--- src/isa_pkg.sv ---
package isa_pkg;

    localparam int word_width = 32;

    // Opcode field of the instruction word
    localparam int opcode_msb = 31;
    localparam int opcode_lsb = 27;

    // Dropped opcodes are left out and decode as illegal
    typedef enum logic [4:0] {
        op_ld   = 5'd0,
        op_ldi  = 5'd1,
        op_st   = 5'd2,
        op_add  = 5'd3,
        op_sub  = 5'd4,
        op_and  = 5'd5,
        op_or   = 5'd6,
        op_ror  = 5'd7,
        op_rol  = 5'd8,
        op_shr  = 5'd9,
        op_shra = 5'd10,
        op_shl  = 5'd11,
        op_addi = 5'd12,
        op_andi = 5'd13,
        op_ori  = 5'd14,
        op_neg  = 5'd17,
        op_not  = 5'd18,
        op_br   = 5'd19,
        op_jal  = 5'd20,
        op_jr   = 5'd21,
        op_nop  = 5'd26,
        op_halt = 5'd27
    } opcode_t;

    typedef enum logic [3:0] {
        alu_and  = 4'd0,
        alu_or   = 4'd1,
        alu_not  = 4'd2,
        alu_add  = 4'd3,
        alu_sub  = 4'd4,
        alu_shl  = 4'd7,
        alu_shr  = 4'd8,
        alu_rol  = 4'd9,
        alu_ror  = 4'd10,
        alu_neg  = 4'd11,
        alu_shra = 4'd12
    } alu_op_t;

endpackage

--- src/ctrl_pkg.sv ---
package ctrl_pkg;

    typedef enum logic [2:0] {
        ph_reset,
        ph_fetch0,
        ph_fetch1,
        ph_fetch2,
        ph_execute,
        ph_halted
    } phase_t;

    typedef enum logic [3:0] {
        cls_load,
        cls_load_imm,
        cls_store,
        cls_alu_reg,
        cls_alu_unary,
        cls_alu_imm,
        cls_branch,
        cls_jump_reg,
        cls_jump_link,
        cls_nop,
        cls_halt,
        cls_illegal
    } instr_class_t;

    // Internal bus sources still in use
    typedef enum logic [4:0] {
        bus_none = 5'd0,
        bus_zlow = 5'd19,
        bus_pc   = 5'd20,
        bus_mdr  = 5'd21,
        bus_imm  = 5'd23
    } bus_sel_t;

    localparam int step_width = 3;
    typedef logic [step_width-1:0] step_t;

    // Execute cycles per class in instr_class_t order
    // halt and illegal never enter execute
    localparam step_t exec_length [0:11] = '{
        3'd5, 3'd3, 3'd4, 3'd3, 3'd2, 3'd3,
        3'd4, 3'd1, 3'd2, 3'd1, 3'd0, 3'd0
    };

endpackage

--- src/opcode_decoder.sv ---
`timescale 1ns/10ps

module opcode_decoder (
    input  isa_pkg::opcode_t        opcode,
    output ctrl_pkg::instr_class_t  instr_class,
    output isa_pkg::alu_op_t        alu_op
);

    always_comb begin
        instr_class = ctrl_pkg::cls_illegal;
        alu_op      = isa_pkg::alu_and;
        case (opcode)
            // Address and branch target arithmetic all add
            isa_pkg::op_ld: begin
                instr_class = ctrl_pkg::cls_load;
                alu_op      = isa_pkg::alu_add;
            end
            isa_pkg::op_ldi: begin
                instr_class = ctrl_pkg::cls_load_imm;
                alu_op      = isa_pkg::alu_add;
            end
            isa_pkg::op_st: begin
                instr_class = ctrl_pkg::cls_store;
                alu_op      = isa_pkg::alu_add;
            end
            isa_pkg::op_br: begin
                instr_class = ctrl_pkg::cls_branch;
                alu_op      = isa_pkg::alu_add;
            end

            isa_pkg::op_add:  {instr_class, alu_op} = {ctrl_pkg::cls_alu_reg, isa_pkg::alu_add};
            isa_pkg::op_sub:  {instr_class, alu_op} = {ctrl_pkg::cls_alu_reg, isa_pkg::alu_sub};
            isa_pkg::op_and:  {instr_class, alu_op} = {ctrl_pkg::cls_alu_reg, isa_pkg::alu_and};
            isa_pkg::op_or:   {instr_class, alu_op} = {ctrl_pkg::cls_alu_reg, isa_pkg::alu_or};
            isa_pkg::op_ror:  {instr_class, alu_op} = {ctrl_pkg::cls_alu_reg, isa_pkg::alu_ror};
            isa_pkg::op_rol:  {instr_class, alu_op} = {ctrl_pkg::cls_alu_reg, isa_pkg::alu_rol};
            isa_pkg::op_shr:  {instr_class, alu_op} = {ctrl_pkg::cls_alu_reg, isa_pkg::alu_shr};
            isa_pkg::op_shra: {instr_class, alu_op} = {ctrl_pkg::cls_alu_reg, isa_pkg::alu_shra};
            isa_pkg::op_shl:  {instr_class, alu_op} = {ctrl_pkg::cls_alu_reg, isa_pkg::alu_shl};

            isa_pkg::op_neg:  {instr_class, alu_op} = {ctrl_pkg::cls_alu_unary, isa_pkg::alu_neg};
            isa_pkg::op_not:  {instr_class, alu_op} = {ctrl_pkg::cls_alu_unary, isa_pkg::alu_not};

            isa_pkg::op_addi: {instr_class, alu_op} = {ctrl_pkg::cls_alu_imm, isa_pkg::alu_add};
            isa_pkg::op_andi: {instr_class, alu_op} = {ctrl_pkg::cls_alu_imm, isa_pkg::alu_and};
            isa_pkg::op_ori:  {instr_class, alu_op} = {ctrl_pkg::cls_alu_imm, isa_pkg::alu_or};

            // No ALU use so the and code stays
            isa_pkg::op_jr:   instr_class = ctrl_pkg::cls_jump_reg;
            isa_pkg::op_jal:  instr_class = ctrl_pkg::cls_jump_link;
            isa_pkg::op_nop:  instr_class = ctrl_pkg::cls_nop;
            isa_pkg::op_halt: instr_class = ctrl_pkg::cls_halt;
            default: begin
                instr_class = ctrl_pkg::cls_illegal;
                alu_op      = isa_pkg::alu_and;
            end
        endcase
    end

endmodule

--- src/step_sequencer.sv ---
`timescale 1ns/10ps

module step_sequencer (
    input  logic                    Clock,
    input  logic                    Reset,
    input  logic                    stop,
    input  ctrl_pkg::instr_class_t  class_next,
    input  isa_pkg::alu_op_t        alu_op_next,
    output ctrl_pkg::phase_t        phase,
    output ctrl_pkg::instr_class_t  instr_class,
    output isa_pkg::alu_op_t        alu_op_cur,
    output ctrl_pkg::step_t         step
);

    logic last_step;

    assign last_step = (step == ctrl_pkg::step_t'(ctrl_pkg::exec_length[instr_class] - 1));

    always_ff @(posedge Clock or posedge Reset) begin
        if (Reset) begin
            phase       <= ctrl_pkg::ph_reset;
            instr_class <= ctrl_pkg::cls_nop;
            alu_op_cur  <= isa_pkg::alu_and;
            step        <= '0;
        end else if (stop) begin
            // Stop wins over any pending transition
            phase <= ctrl_pkg::ph_halted;
            step  <= '0;
        end else begin
            case (phase)
                ctrl_pkg::ph_reset:  phase <= ctrl_pkg::ph_fetch0;
                ctrl_pkg::ph_fetch0: phase <= ctrl_pkg::ph_fetch1;
                ctrl_pkg::ph_fetch1: phase <= ctrl_pkg::ph_fetch2;
                ctrl_pkg::ph_fetch2: begin
                    // ir holds the new instruction at this edge
                    instr_class <= class_next;
                    alu_op_cur  <= alu_op_next;
                    step        <= '0;
                    case (class_next)
                        ctrl_pkg::cls_halt:    phase <= ctrl_pkg::ph_halted;
                        ctrl_pkg::cls_illegal: phase <= ctrl_pkg::ph_fetch0;
                        default:               phase <= ctrl_pkg::ph_execute;
                    endcase
                end
                ctrl_pkg::ph_execute: begin
                    if (last_step) begin
                        phase <= ctrl_pkg::ph_fetch0;
                        step  <= '0;
                    end else begin
                        step <= step + 1'b1;
                    end
                end
                // Left only by Reset
                ctrl_pkg::ph_halted: phase <= ctrl_pkg::ph_halted;
                default:             phase <= ctrl_pkg::ph_fetch0;
            endcase
        end
    end

    assert property (@(posedge Clock) disable iff (Reset)
        phase == ctrl_pkg::ph_execute |-> step < ctrl_pkg::exec_length[instr_class]);

    // Halt and illegal must bypass execute entirely
    assert property (@(posedge Clock) disable iff (Reset)
        phase == ctrl_pkg::ph_execute |->
            !(instr_class inside {ctrl_pkg::cls_illegal, ctrl_pkg::cls_halt}));

endmodule

--- src/control_word_gen.sv ---
`timescale 1ns/10ps

module control_word_gen (
    input  ctrl_pkg::phase_t        phase,
    input  ctrl_pkg::instr_class_t  instr_class,
    input  isa_pkg::alu_op_t        alu_op_cur,
    input  ctrl_pkg::step_t         step,
    input  logic                    con_out,
    output logic gra, grb, grc, r_in, r_out, ba_out,
    output logic mdr_en, mar_en, mdr_read, ram_read, ram_write,
    output logic pc_en, ir_en, y_en, z_en, con_en, inc_pc, imm_sel,
    output logic clear, run,
    output isa_pkg::alu_op_t        alu_op,
    output ctrl_pkg::bus_sel_t      bus_sel
);

    always_comb begin
        {gra, grb, grc, r_in, r_out, ba_out} = '0;
        {mdr_en, mar_en, mdr_read, ram_read, ram_write} = '0;
        {pc_en, ir_en, y_en, z_en, con_en, inc_pc, imm_sel} = '0;
        clear   = 1'b0;
        run     = 1'b1;
        alu_op  = isa_pkg::alu_and;
        bus_sel = ctrl_pkg::bus_none;

        case (phase)
            ctrl_pkg::ph_reset:  clear = 1'b1;
            ctrl_pkg::ph_halted: run = 1'b0;
            ctrl_pkg::ph_fetch0: begin
                bus_sel = ctrl_pkg::bus_pc;
                mar_en  = 1'b1;
                inc_pc  = 1'b1;
                z_en    = 1'b1;
            end
            ctrl_pkg::ph_fetch1: begin
                ram_read = 1'b1;
                mdr_read = 1'b1;
                mdr_en   = 1'b1;
            end
            ctrl_pkg::ph_fetch2: begin
                bus_sel = ctrl_pkg::bus_mdr;
                ir_en   = 1'b1;
            end
            ctrl_pkg::ph_execute: begin
                case (instr_class)
                    ctrl_pkg::cls_load, ctrl_pkg::cls_load_imm, ctrl_pkg::cls_store,
                    ctrl_pkg::cls_alu_imm: begin
                        case (step)
                            3'd0: begin
                                // Base register onto bus with r0 read as zero via ba_out
                                grb    = 1'b1;
                                ba_out = (instr_class != ctrl_pkg::cls_alu_imm);
                                r_out  = (instr_class == ctrl_pkg::cls_alu_imm);
                                y_en   = 1'b1;
                            end
                            3'd1: begin
                                imm_sel = 1'b1;
                                z_en    = 1'b1;
                                bus_sel = ctrl_pkg::bus_imm;
                                alu_op  = alu_op_cur;
                            end
                            3'd2: begin
                                bus_sel = ctrl_pkg::bus_zlow;
                                if (instr_class inside {ctrl_pkg::cls_load,
                                                        ctrl_pkg::cls_store}) begin
                                    mar_en = 1'b1;
                                end else begin
                                    gra  = 1'b1;
                                    r_in = 1'b1;
                                end
                            end
                            3'd3: begin
                                mdr_en = 1'b1;
                                if (instr_class == ctrl_pkg::cls_store) begin
                                    gra       = 1'b1;
                                    r_out     = 1'b1;
                                    ram_write = 1'b1;
                                end else begin
                                    ram_read = 1'b1;
                                    mdr_read = 1'b1;
                                end
                            end
                            3'd4: begin
                                gra     = 1'b1;
                                r_in    = 1'b1;
                                bus_sel = ctrl_pkg::bus_mdr;
                            end
                            default: ;
                        endcase
                    end
                    ctrl_pkg::cls_alu_reg: begin
                        case (step)
                            3'd0: begin
                                grb   = 1'b1;
                                r_out = 1'b1;
                                y_en  = 1'b1;
                            end
                            3'd1: begin
                                grc    = 1'b1;
                                r_out  = 1'b1;
                                z_en   = 1'b1;
                                alu_op = alu_op_cur;
                            end
                            3'd2: begin
                                gra     = 1'b1;
                                r_in    = 1'b1;
                                bus_sel = ctrl_pkg::bus_zlow;
                            end
                            default: ;
                        endcase
                    end
                    ctrl_pkg::cls_alu_unary: begin
                        if (step == 3'd0) begin
                            grb    = 1'b1;
                            r_out  = 1'b1;
                            z_en   = 1'b1;
                            alu_op = alu_op_cur;
                        end else begin
                            gra     = 1'b1;
                            r_in    = 1'b1;
                            bus_sel = ctrl_pkg::bus_zlow;
                        end
                    end
                    ctrl_pkg::cls_branch: begin
                        case (step)
                            3'd0: begin
                                gra    = 1'b1;
                                r_out  = 1'b1;
                                con_en = 1'b1;
                            end
                            3'd1: begin
                                y_en    = 1'b1;
                                bus_sel = ctrl_pkg::bus_pc;
                            end
                            3'd2: begin
                                imm_sel = 1'b1;
                                z_en    = 1'b1;
                                bus_sel = ctrl_pkg::bus_imm;
                                alu_op  = isa_pkg::alu_add;
                            end
                            3'd3: begin
                                // Target in Z is taken only if the condition held
                                if (con_out) begin
                                    pc_en   = 1'b1;
                                    bus_sel = ctrl_pkg::bus_zlow;
                                end
                            end
                            default: ;
                        endcase
                    end
                    ctrl_pkg::cls_jump_reg: begin
                        gra   = 1'b1;
                        r_out = 1'b1;
                        pc_en = 1'b1;
                    end
                    ctrl_pkg::cls_jump_link: begin
                        // Return address comes from pc and step 1 idles
                        if (step == 3'd0) begin
                            gra     = 1'b1;
                            r_in    = 1'b1;
                            pc_en   = 1'b1;
                            bus_sel = ctrl_pkg::bus_pc;
                        end
                    end
                    default: ;
                endcase
            end
            default: ;
        endcase
    end

endmodule

--- src/control_unit.sv ---
`timescale 1ns/10ps

module control_unit (
    input  logic                              Clock,
    input  logic                              Reset,
    input  logic                              stop,
    input  logic                              con_out,
    input  logic [isa_pkg::word_width-1:0]    ir,
    output logic gra, grb, grc, r_in, r_out, ba_out,
    output logic mdr_en, mar_en, mdr_read, ram_read, ram_write,
    output logic pc_en, ir_en, y_en, z_en, con_en, inc_pc, imm_sel,
    output logic clear, run,
    output isa_pkg::alu_op_t                  alu_op,
    output ctrl_pkg::bus_sel_t                bus_sel
);

    ctrl_pkg::instr_class_t class_next;
    isa_pkg::alu_op_t       alu_op_next;
    ctrl_pkg::phase_t       phase;
    ctrl_pkg::instr_class_t instr_class;
    isa_pkg::alu_op_t       alu_op_cur;
    ctrl_pkg::step_t        step;

    opcode_decoder opcode_decoder_i (
        .opcode      (isa_pkg::opcode_t'(ir[isa_pkg::opcode_msb:isa_pkg::opcode_lsb])),
        .instr_class (class_next),
        .alu_op      (alu_op_next)
    );

    step_sequencer step_sequencer_i (
        .Clock       (Clock),
        .Reset       (Reset),
        .stop        (stop),
        .class_next  (class_next),
        .alu_op_next (alu_op_next),
        .phase       (phase),
        .instr_class (instr_class),
        .alu_op_cur  (alu_op_cur),
        .step        (step)
    );

    control_word_gen control_word_gen_i (
        .phase (phase), .instr_class (instr_class), .alu_op_cur (alu_op_cur),
        .step (step), .con_out (con_out),
        .gra (gra), .grb (grb), .grc (grc), .r_in (r_in), .r_out (r_out), .ba_out (ba_out),
        .mdr_en (mdr_en), .mar_en (mar_en), .mdr_read (mdr_read),
        .ram_read (ram_read), .ram_write (ram_write),
        .pc_en (pc_en), .ir_en (ir_en), .y_en (y_en), .z_en (z_en), .con_en (con_en),
        .inc_pc (inc_pc), .imm_sel (imm_sel), .clear (clear), .run (run),
        .alu_op (alu_op), .bus_sel (bus_sel)
    );

    // Memory and register file each see one direction per cycle
    assert property (@(posedge Clock) disable iff (Reset) !(ram_read && ram_write));
    assert property (@(posedge Clock) disable iff (Reset) !(r_in && r_out));

endmodule

--- config.mk ---
export PLATFORM = sky130hd
export DESIGN_NAME = control_unit
export DESIGN_NICKNAME = d
export VERILOG_FILES = /design/src/isa_pkg.sv /design/src/ctrl_pkg.sv /design/src/opcode_decoder.sv /design/src/step_sequencer.sv /design/src/control_word_gen.sv /design/src/control_unit.sv
export SDC_FILE = /design/constraint.sdc
export NUM_CORES = 1
export LEC_CHECK = 0
export ABC_AREA = 1
export BUFFER_PORTS_ARGS = -buffer_cell sky130_fd_sc_hd__buf_4
export CORE_ASPECT_RATIO = 0.75
export CORE_MARGIN = 1
export CORE_UTILIZATION = 30
export CTS_CLUSTER_DIAMETER = 80
export DETAILED_ROUTE_END_ITERATION = 7
export PLACE_DENSITY = 0.63
export SYNTH_ARGS = -nofsm -noshare
export SYNTH_HDL_FRONTEND = slang
export SYNTH_HIERARCHICAL = 1
export SYNTH_SLANG_ARGS = --single-unit
--- constraint.sdc ---
create_clock -name Clock -period 4.4 [get_ports Clock]
set_input_delay 0.22 -clock Clock [delete_from_list [all_inputs] [get_ports Clock]]
set_output_delay 0.22 -clock Clock [all_outputs]
set_load 0.05 [all_outputs]
==> results.toml, run 1 <==
[final_layout]
diodes = 0
final_cell_mix = "nand2_1 (89), inv_1 (44), nor2_1 (42)"
final_common_cell = "nand2_1"
nets = 385
area_growth_syn_to_layout_pct = 19.8
drive_gt1_share_pct = 20.5
stdcell_count = 421

[clocking]
cts_max_path_buffers = 2
cts_buffers = 3
clk_pin_slew_ns = 0.06
cts_resized = 0
clock-sinks = 14
cts_tree = "yes"
cts_root_buf = "clkbuf_8"
cts_setup_buffers = 0
hold_buffers = 0
cts-htree-levels = 1
clock_latency_ns = 0.25

[global_route]
grtUsageMet2_pct = 23.7
grt_use_met3_pct = 2.30
antenna_found_initial = 0
grtUsageTotal_pct = 15.8
grt_pass1_wl_mm = 7.95
grt_max_degree = 15
grt_pass1_vias = 1709
busiest_layer = "met1"
use_met1_pct = 24.6
grt-ovfl-total = 0

[drt]
dr_total_vias = 2063
via_per_inst = 4.90
avgRoutedWirePerCell_um = 11.5
antenna_left = 0
first_pass_iters = 4
wirelength_mm = 4.85
drt_iter0_markers = 206
drc = 0

[sta]
tightest_slew_ns = 0.550
final_hold_viol_count = 0
rsz0062_at_grt = "false"
finClkSkew_ns = 0.00636
fin_hold_ws_ns = 0.0177
setup_violations = 0
fin_setup_tns_ns = 0
finalCritPeriodShare_pct = 48.3
drv_slew = 0
relSlewSlack_pct = 63.3
fmax_mhz = 470
fin_crit_ns = 2.13

[synth]
synth_area_um2 = 1790
seq_area_frac_synth_pct = 19.8
synth_top_area_cell = "nand2_1"
syn_area_per_cell_um2 = 5.72
yosysUniqueCellTypes = 33
synth_area_leaders = "nand2_1 (19%), dfrtp_1 (17%), nand3_1 (10%)"
yosysWarnings = 6
ys_seq_elements = 14
syn-instance-count = 312
syn_nets = 350
yosysTopAreaCellShare_pct = 18.7

[die]
io_pins = 65
die_x_um = 91.1
die_height_um = 68.8
core_area_um2 = 5530
placementRows = 23
dieArea_um2 = 6270
initial_utilization_pct = 32.3

[worst_setup_path]
critPathMaxFanout = 10
cp-end-kind = "primary output"
startpoint_type = "register"
timing.critical_path.from = "step_sequencer_i/phase[1]"
critPathKind = "register to primary output"
r2r_start = "step_sequencer_i/instr_class[0]"
cp.required_ns = 4.18
arrival_ns = 1.91

[job]
cap_viol_max_count = 0

[placed_design]
gp_congestion = 0.928
dp_cells = 417
post-dp-hpwl_mm = 3.95
io_buffers = 36

[status]
status = "complete, no violations"

[power]
max-vdd-ir-drop_v = 0.000276
leakagePower_uw = 0.00119
p_per_area_nw_per_um2 = 479

[worst_hold_path]
hold_class = "input pin to asynchronous set/reset pin"
==> power by group <==
group | internal (uW) | total, uW | switching, uW
combinational | 202 | 680 | 478
clock | 64.0 | 110 | 45.6
sequential | 164 | 235 | 70.3
total | 430 | 1020 | 594
==> final timing paths <==
kind | endpoint | slack, ns | depth (start not counted)
min in group Clock | step_sequencer_i/phase[1] | 0.13 | 2
worst max register to register | step_sequencer_i/phase[2] | 2.36 | 8
worst min register to register | step_sequencer_i/alu_op_cur[3] | 0.54 | 1
max in group asynchronous | step_sequencer_i/instr_class[0] | 4.00 | 2
worst max-delay path | ram_read | 2.27 | 4
worst min-delay path | step_sequencer_i/phase[2] | 0.02 | 2
==> cell families after synthesis <==
kind of cell               share of synthesized area [%]
AOI/OAI and AO/OA                                   12.3
xor gates and xnor gates                           0.981
adders and majority gates                           1.40
buffers and inverters                               14.3
DFF                                                 19.8
muxes                                               2.94
other                                              0.210
and+or+nand+nor                                     48.1
==> sequential cells by signal, indices dropped and copies added (netlist names) <==
name,count
step_sequencer_i/step,3
step_sequencer_i/phase,3
step_sequencer_i/instr_class,4
step_sequencer_i/alu_op_cur,4
==> cells in the mapped netlist <==
master / instances
nand2_1: 89
inv_1: 44
nor2_1: 42
nand3_1: 36
a21oi_1: 12
dfrtp_1: 12
o21ai_0: 11
inv_2: 8
nand2_2: 6
nor3_1: 6
a31oi_1: 4
nor2_2: 4
buf_4: 3
buf_6: 3
nand3_2: 3
nand4_1: 3
o211ai_1: 3
a211oi_1: 2
dfstp_2: 2
ha_1: 2
mux2_2: 2
mux2_4: 2
o31ai_1: 2
xor2_1: 2
a21oi_2: 1
clkinv_1: 1
conb_1: 1
nand2_4: 1
nor2_4: 1
nor3_4: 1
nor3b_1: 1
o21bai_2: 1
o22ai_1: 1
==> worst max-delay path: stages (launching register included) <==
cell and delay, ns:
dfrtp_1 0.50, nor3_4 0.42, nand2_1 0.12, o31ai_1 0.35, buf_4 0.27
==> stage by stage <==
| step | utilization [%] | worst slack [ns] | instance area [um^2] | power, uW |
|---|---|---|---|---|
| after detailed placement | 37.9 | 2.38 | 2090 | 904 |
| after global routing | 38.7 | 2.08 | 2140 | 1100 |
| after floorplan | - | 1.63 | 1790 | 743 |
| after CTS | 38.7 | 2.27 | 2140 | 1020 |
| final | 38.7 | 2.27 | 2140 | 1020 |
| after global placement | 37.9 | 2.40 | 2090 | 900 |
==> layer usage <==
layer,wire length [um],share of wire (%)
met5,0,0
met4,0,0
met1,2550,53
met2,2040,42
met3,258,5.3
==> cell type report <==
| type | instances | area (um^2) |
|---|---|---|
| fill | 616 | 3390 |
| inverter | 53 | 199 |
| clock buffer | 4 | 45.0 |
| sequential | 14 | 353 |
| multi-input combinational | 239 | 1180 |
| tap | 75 | 93.8 |
| timing repair buffer | 36 | 270 |
Note: power is estimated with default switching activity, not from simulation.
==> run 2: changes to the inputs <==
ABC_AREA = 0   (was 1)
clock period = 2.2 ns   (was 4.4 ns; I/O delays follow)
==> run 2 against run 1 <==
  * Critical path type unchanged
  * Sequential share of layout area shrank 3.0 points
  * Highest routed layer is now met4
  * Final area increased by 24%
  * Die area grew 4.4%
  * The run now ends with setup timing left
  * Register-to-register slack lost 2.4 ns
  * Sequential cell count unchanged
  * Sequential power is 82% higher
  * Largest cell class unchanged
  * Wire length grew 15%
==> results.toml, run 2 <==
[status]
status = "finished, violations left"
violations = "setup timing"

[clocking]
cts_tree = "yes"
clk_pin_slew_ns = 0.06
cts_root_buf = "clkbuf_8"
clock_latency_ns = 0.26
clock-sinks = 14
cts-htree-levels = 1
cts_max_path_buffers = 2
cts_buffers = 3

[final_layout]
stdcell_count = 376
diodes = 0
drive_gt1_share_pct = 43.6
area_growth_syn_to_layout_pct = 41.7
final_common_cell = "buf_4"
nets = 337
final_cell_mix = "buf_4 (48), nor2_1 (22), nand2_1 (18)"
top_regs = "step_sequencer_i/alu_op_cur (4), step_sequencer_i/instr_class (4)"

[drt]
drt_iter0_markers = 211
first_pass_iters = 4
antenna_left = 0
wirelength_mm = 5.56
dr_total_vias = 2042
via_per_inst = 5.43
drc = 0
avgRoutedWirePerCell_um = 14.8

[synth]
syn-instance-count = 248
yosysWarnings = 6
synth_area_leaders = "dfrtp_1 (16%), o21ai_0 (5.4%), nor2_1 (5.0%)"
synth_top_area_cell = "dfrtp_1"
yosysTopAreaCellShare_pct = 16.1
synth_area_um2 = 1870
syn_nets = 286
ys_seq_elements = 14
yosysUniqueCellTypes = 70
syn_area_per_cell_um2 = 7.53
synthTopCellsByCount = "nor2_1 (25), nand2_1 (22), o21ai_0 (20)"
yosysMostFrequentCell = "nor2_1"
seq_area_frac_synth_pct = 18.9
synthArstFlopShare_pct = 100
synth_edf_count = 0
synth_flop_cell = "dfrtp_1"

[sta]
rsz0062_at_grt = "true"
setup_violations = 7
drv_slew = 0
fin_crit_ns = 2.26
tightest_slew_ns = 0.587
setup_ws_ns = -0.0645
fmax_mhz = 442
finalCritPeriodShare_pct = 103
fin_hold_ws_ns = 0.0412
final_hold_viol_count = 0
relSlewSlack_pct = 60.8
finClkSkew_ns = 0.00743

[job]
cap_viol_max_count = 0

[placed_design]
pre_cts_ws_ns = -0.0390
dp_cells = 359
io_buffers = 36
post-dp-hpwl_mm = 3.87
gp_congestion = 0.888

[worst_setup_path]
cp.required_ns = 2.09
critPathKind = "register to primary output"
startpoint_type = "register"
arrival_ns = 2.15
critPathMaxFanout = 5
cp-end-kind = "primary output"

[global_route]
grt_pass1_vias = 1807
grt_pass1_wl_mm = 8.91
grt_max_degree = 20
grtUsageTotal_pct = 16.8
grt-ovfl-total = 0
antenna_found_initial = 0

[die]
io_pins = 65
initial_utilization_pct = 31.6
dieArea_um2 = 6550
die_height_um = 70.3
placementRows = 24
die_x_um = 93.1
core_area_um2 = 5920

[power]
leakagePower_uw = 0.00108
p_per_area_nw_per_um2 = 1070
max-vdd-ir-drop_v = 0.000621

[worst_hold_path]
hold_class = "input pin to register"
==> run 2: per-stage QoR <==
| step | cell area [um^2] | utilization [%] | total power, uW | setup TNS [ns] |
|---|---|---|---|---|
| floorplan | 1920 | - | 1730 | -0.230 |
| global placement | 2280 | 38.5 | 2180 | 0 |
| detailed placement | 2280 | 38.5 | 2200 | -0.0390 |
| CTS | 2510 | 42.5 | 2680 | -0.0225 |
| global route | 2650 | 44.7 | 2990 | -1.28 |
| finish | 2650 | 44.7 | 2820 | -0.328 |
==> run 2: logic make-up (layout without fill, tap and decap cells) <==
| logic type | Yosys count | count (layout) | share of synthesized area (%) |
|---|---|---|---|
| fa+ha+maj | 2 | 2 | 1.34 |
| mux | 10 | 10 | 5.90 |
| simple gates | 109 | 109 | 32.8 |
| other cells | 1 | 1 | 0.201 |
| compound gates | 76 | 76 | 28.2 |
| xor+xnor | 7 | 7 | 3.69 |
| flops | 14 | 14 | 18.9 |
| buf+inv | 29 | 79 | 8.98 |
==> run 2: layout make-up <==
| cell class | count | area [um^2] |
|---|---|---|
| Clock buffer | 4 | 45.0 |
| Fill cell | 577 | 3270 |
| Inverter | 10 | 37.5 |
| Multi-Input combinational cell | 205 | 1530 |
| Sequential cell | 14 | 357 |
| Tap cell | 78 | 97.6 |
| Timing Repair Buffer | 65 | 574 |
==> run 2: report_power, final <==
group | internal (uW) | switching (uW) | total [uW]
Sequential | 341 | 85.6 | 427
Combinational | 882 | 1290 | 2170
Clock | 129 | 99.1 | 228
==> run 2: final timing paths <==
path	from	end	slack, ns	cells past startpoint
max in group asynchronous	Reset	step_sequencer_i/instr_class[2]	1.30	3
max reg2reg	step_sequencer_i/instr_class[3]	step_sequencer_i/step[2]	0.01	8
min reg2reg	step_sequencer_i/alu_op_cur[2]	step_sequencer_i/alu_op_cur[2]	0.51	1
min in group asynchronous	Reset	step_sequencer_i/alu_op_cur[1]	0.47	3
max	step_sequencer_i/instr_class[0]	alu_op[0]	-0.06	9
min	stop	step_sequencer_i/phase[1]	0.04	2
==> run 2: what timing repair did <==
action,in CTS,in global routing
gates cloned,0,0
pin swaps,14,10
setup endpoints to repair,11,21
hold endpoints to repair,12,0
setup buffers,10,2
resized for setup,29,28
hold buffers,1,0
==> run 2: worst max-delay path, cell delays in order, from the launching register on <==
cell	delay, ns
dfstp_2	0.39
buf_8	0.13
buf_6	0.11
nor3b_4	0.26
nand2_2	0.10
a2111oi_4	0.37
buf_6	0.19
a21oi_4	0.06
nor2_2	0.11
buf_6	0.17
==> run 2: routing by layer <==
layer / global-route usage, % / part of all wire [%] / wire, um
met1: 25.1 / 48 / 2650
met2: 25.6 / 46 / 2540
met3: 2.72 / 5.7 / 315
met4: 2.74 / 0.95 / 53
met5: 0 / 0 / 0
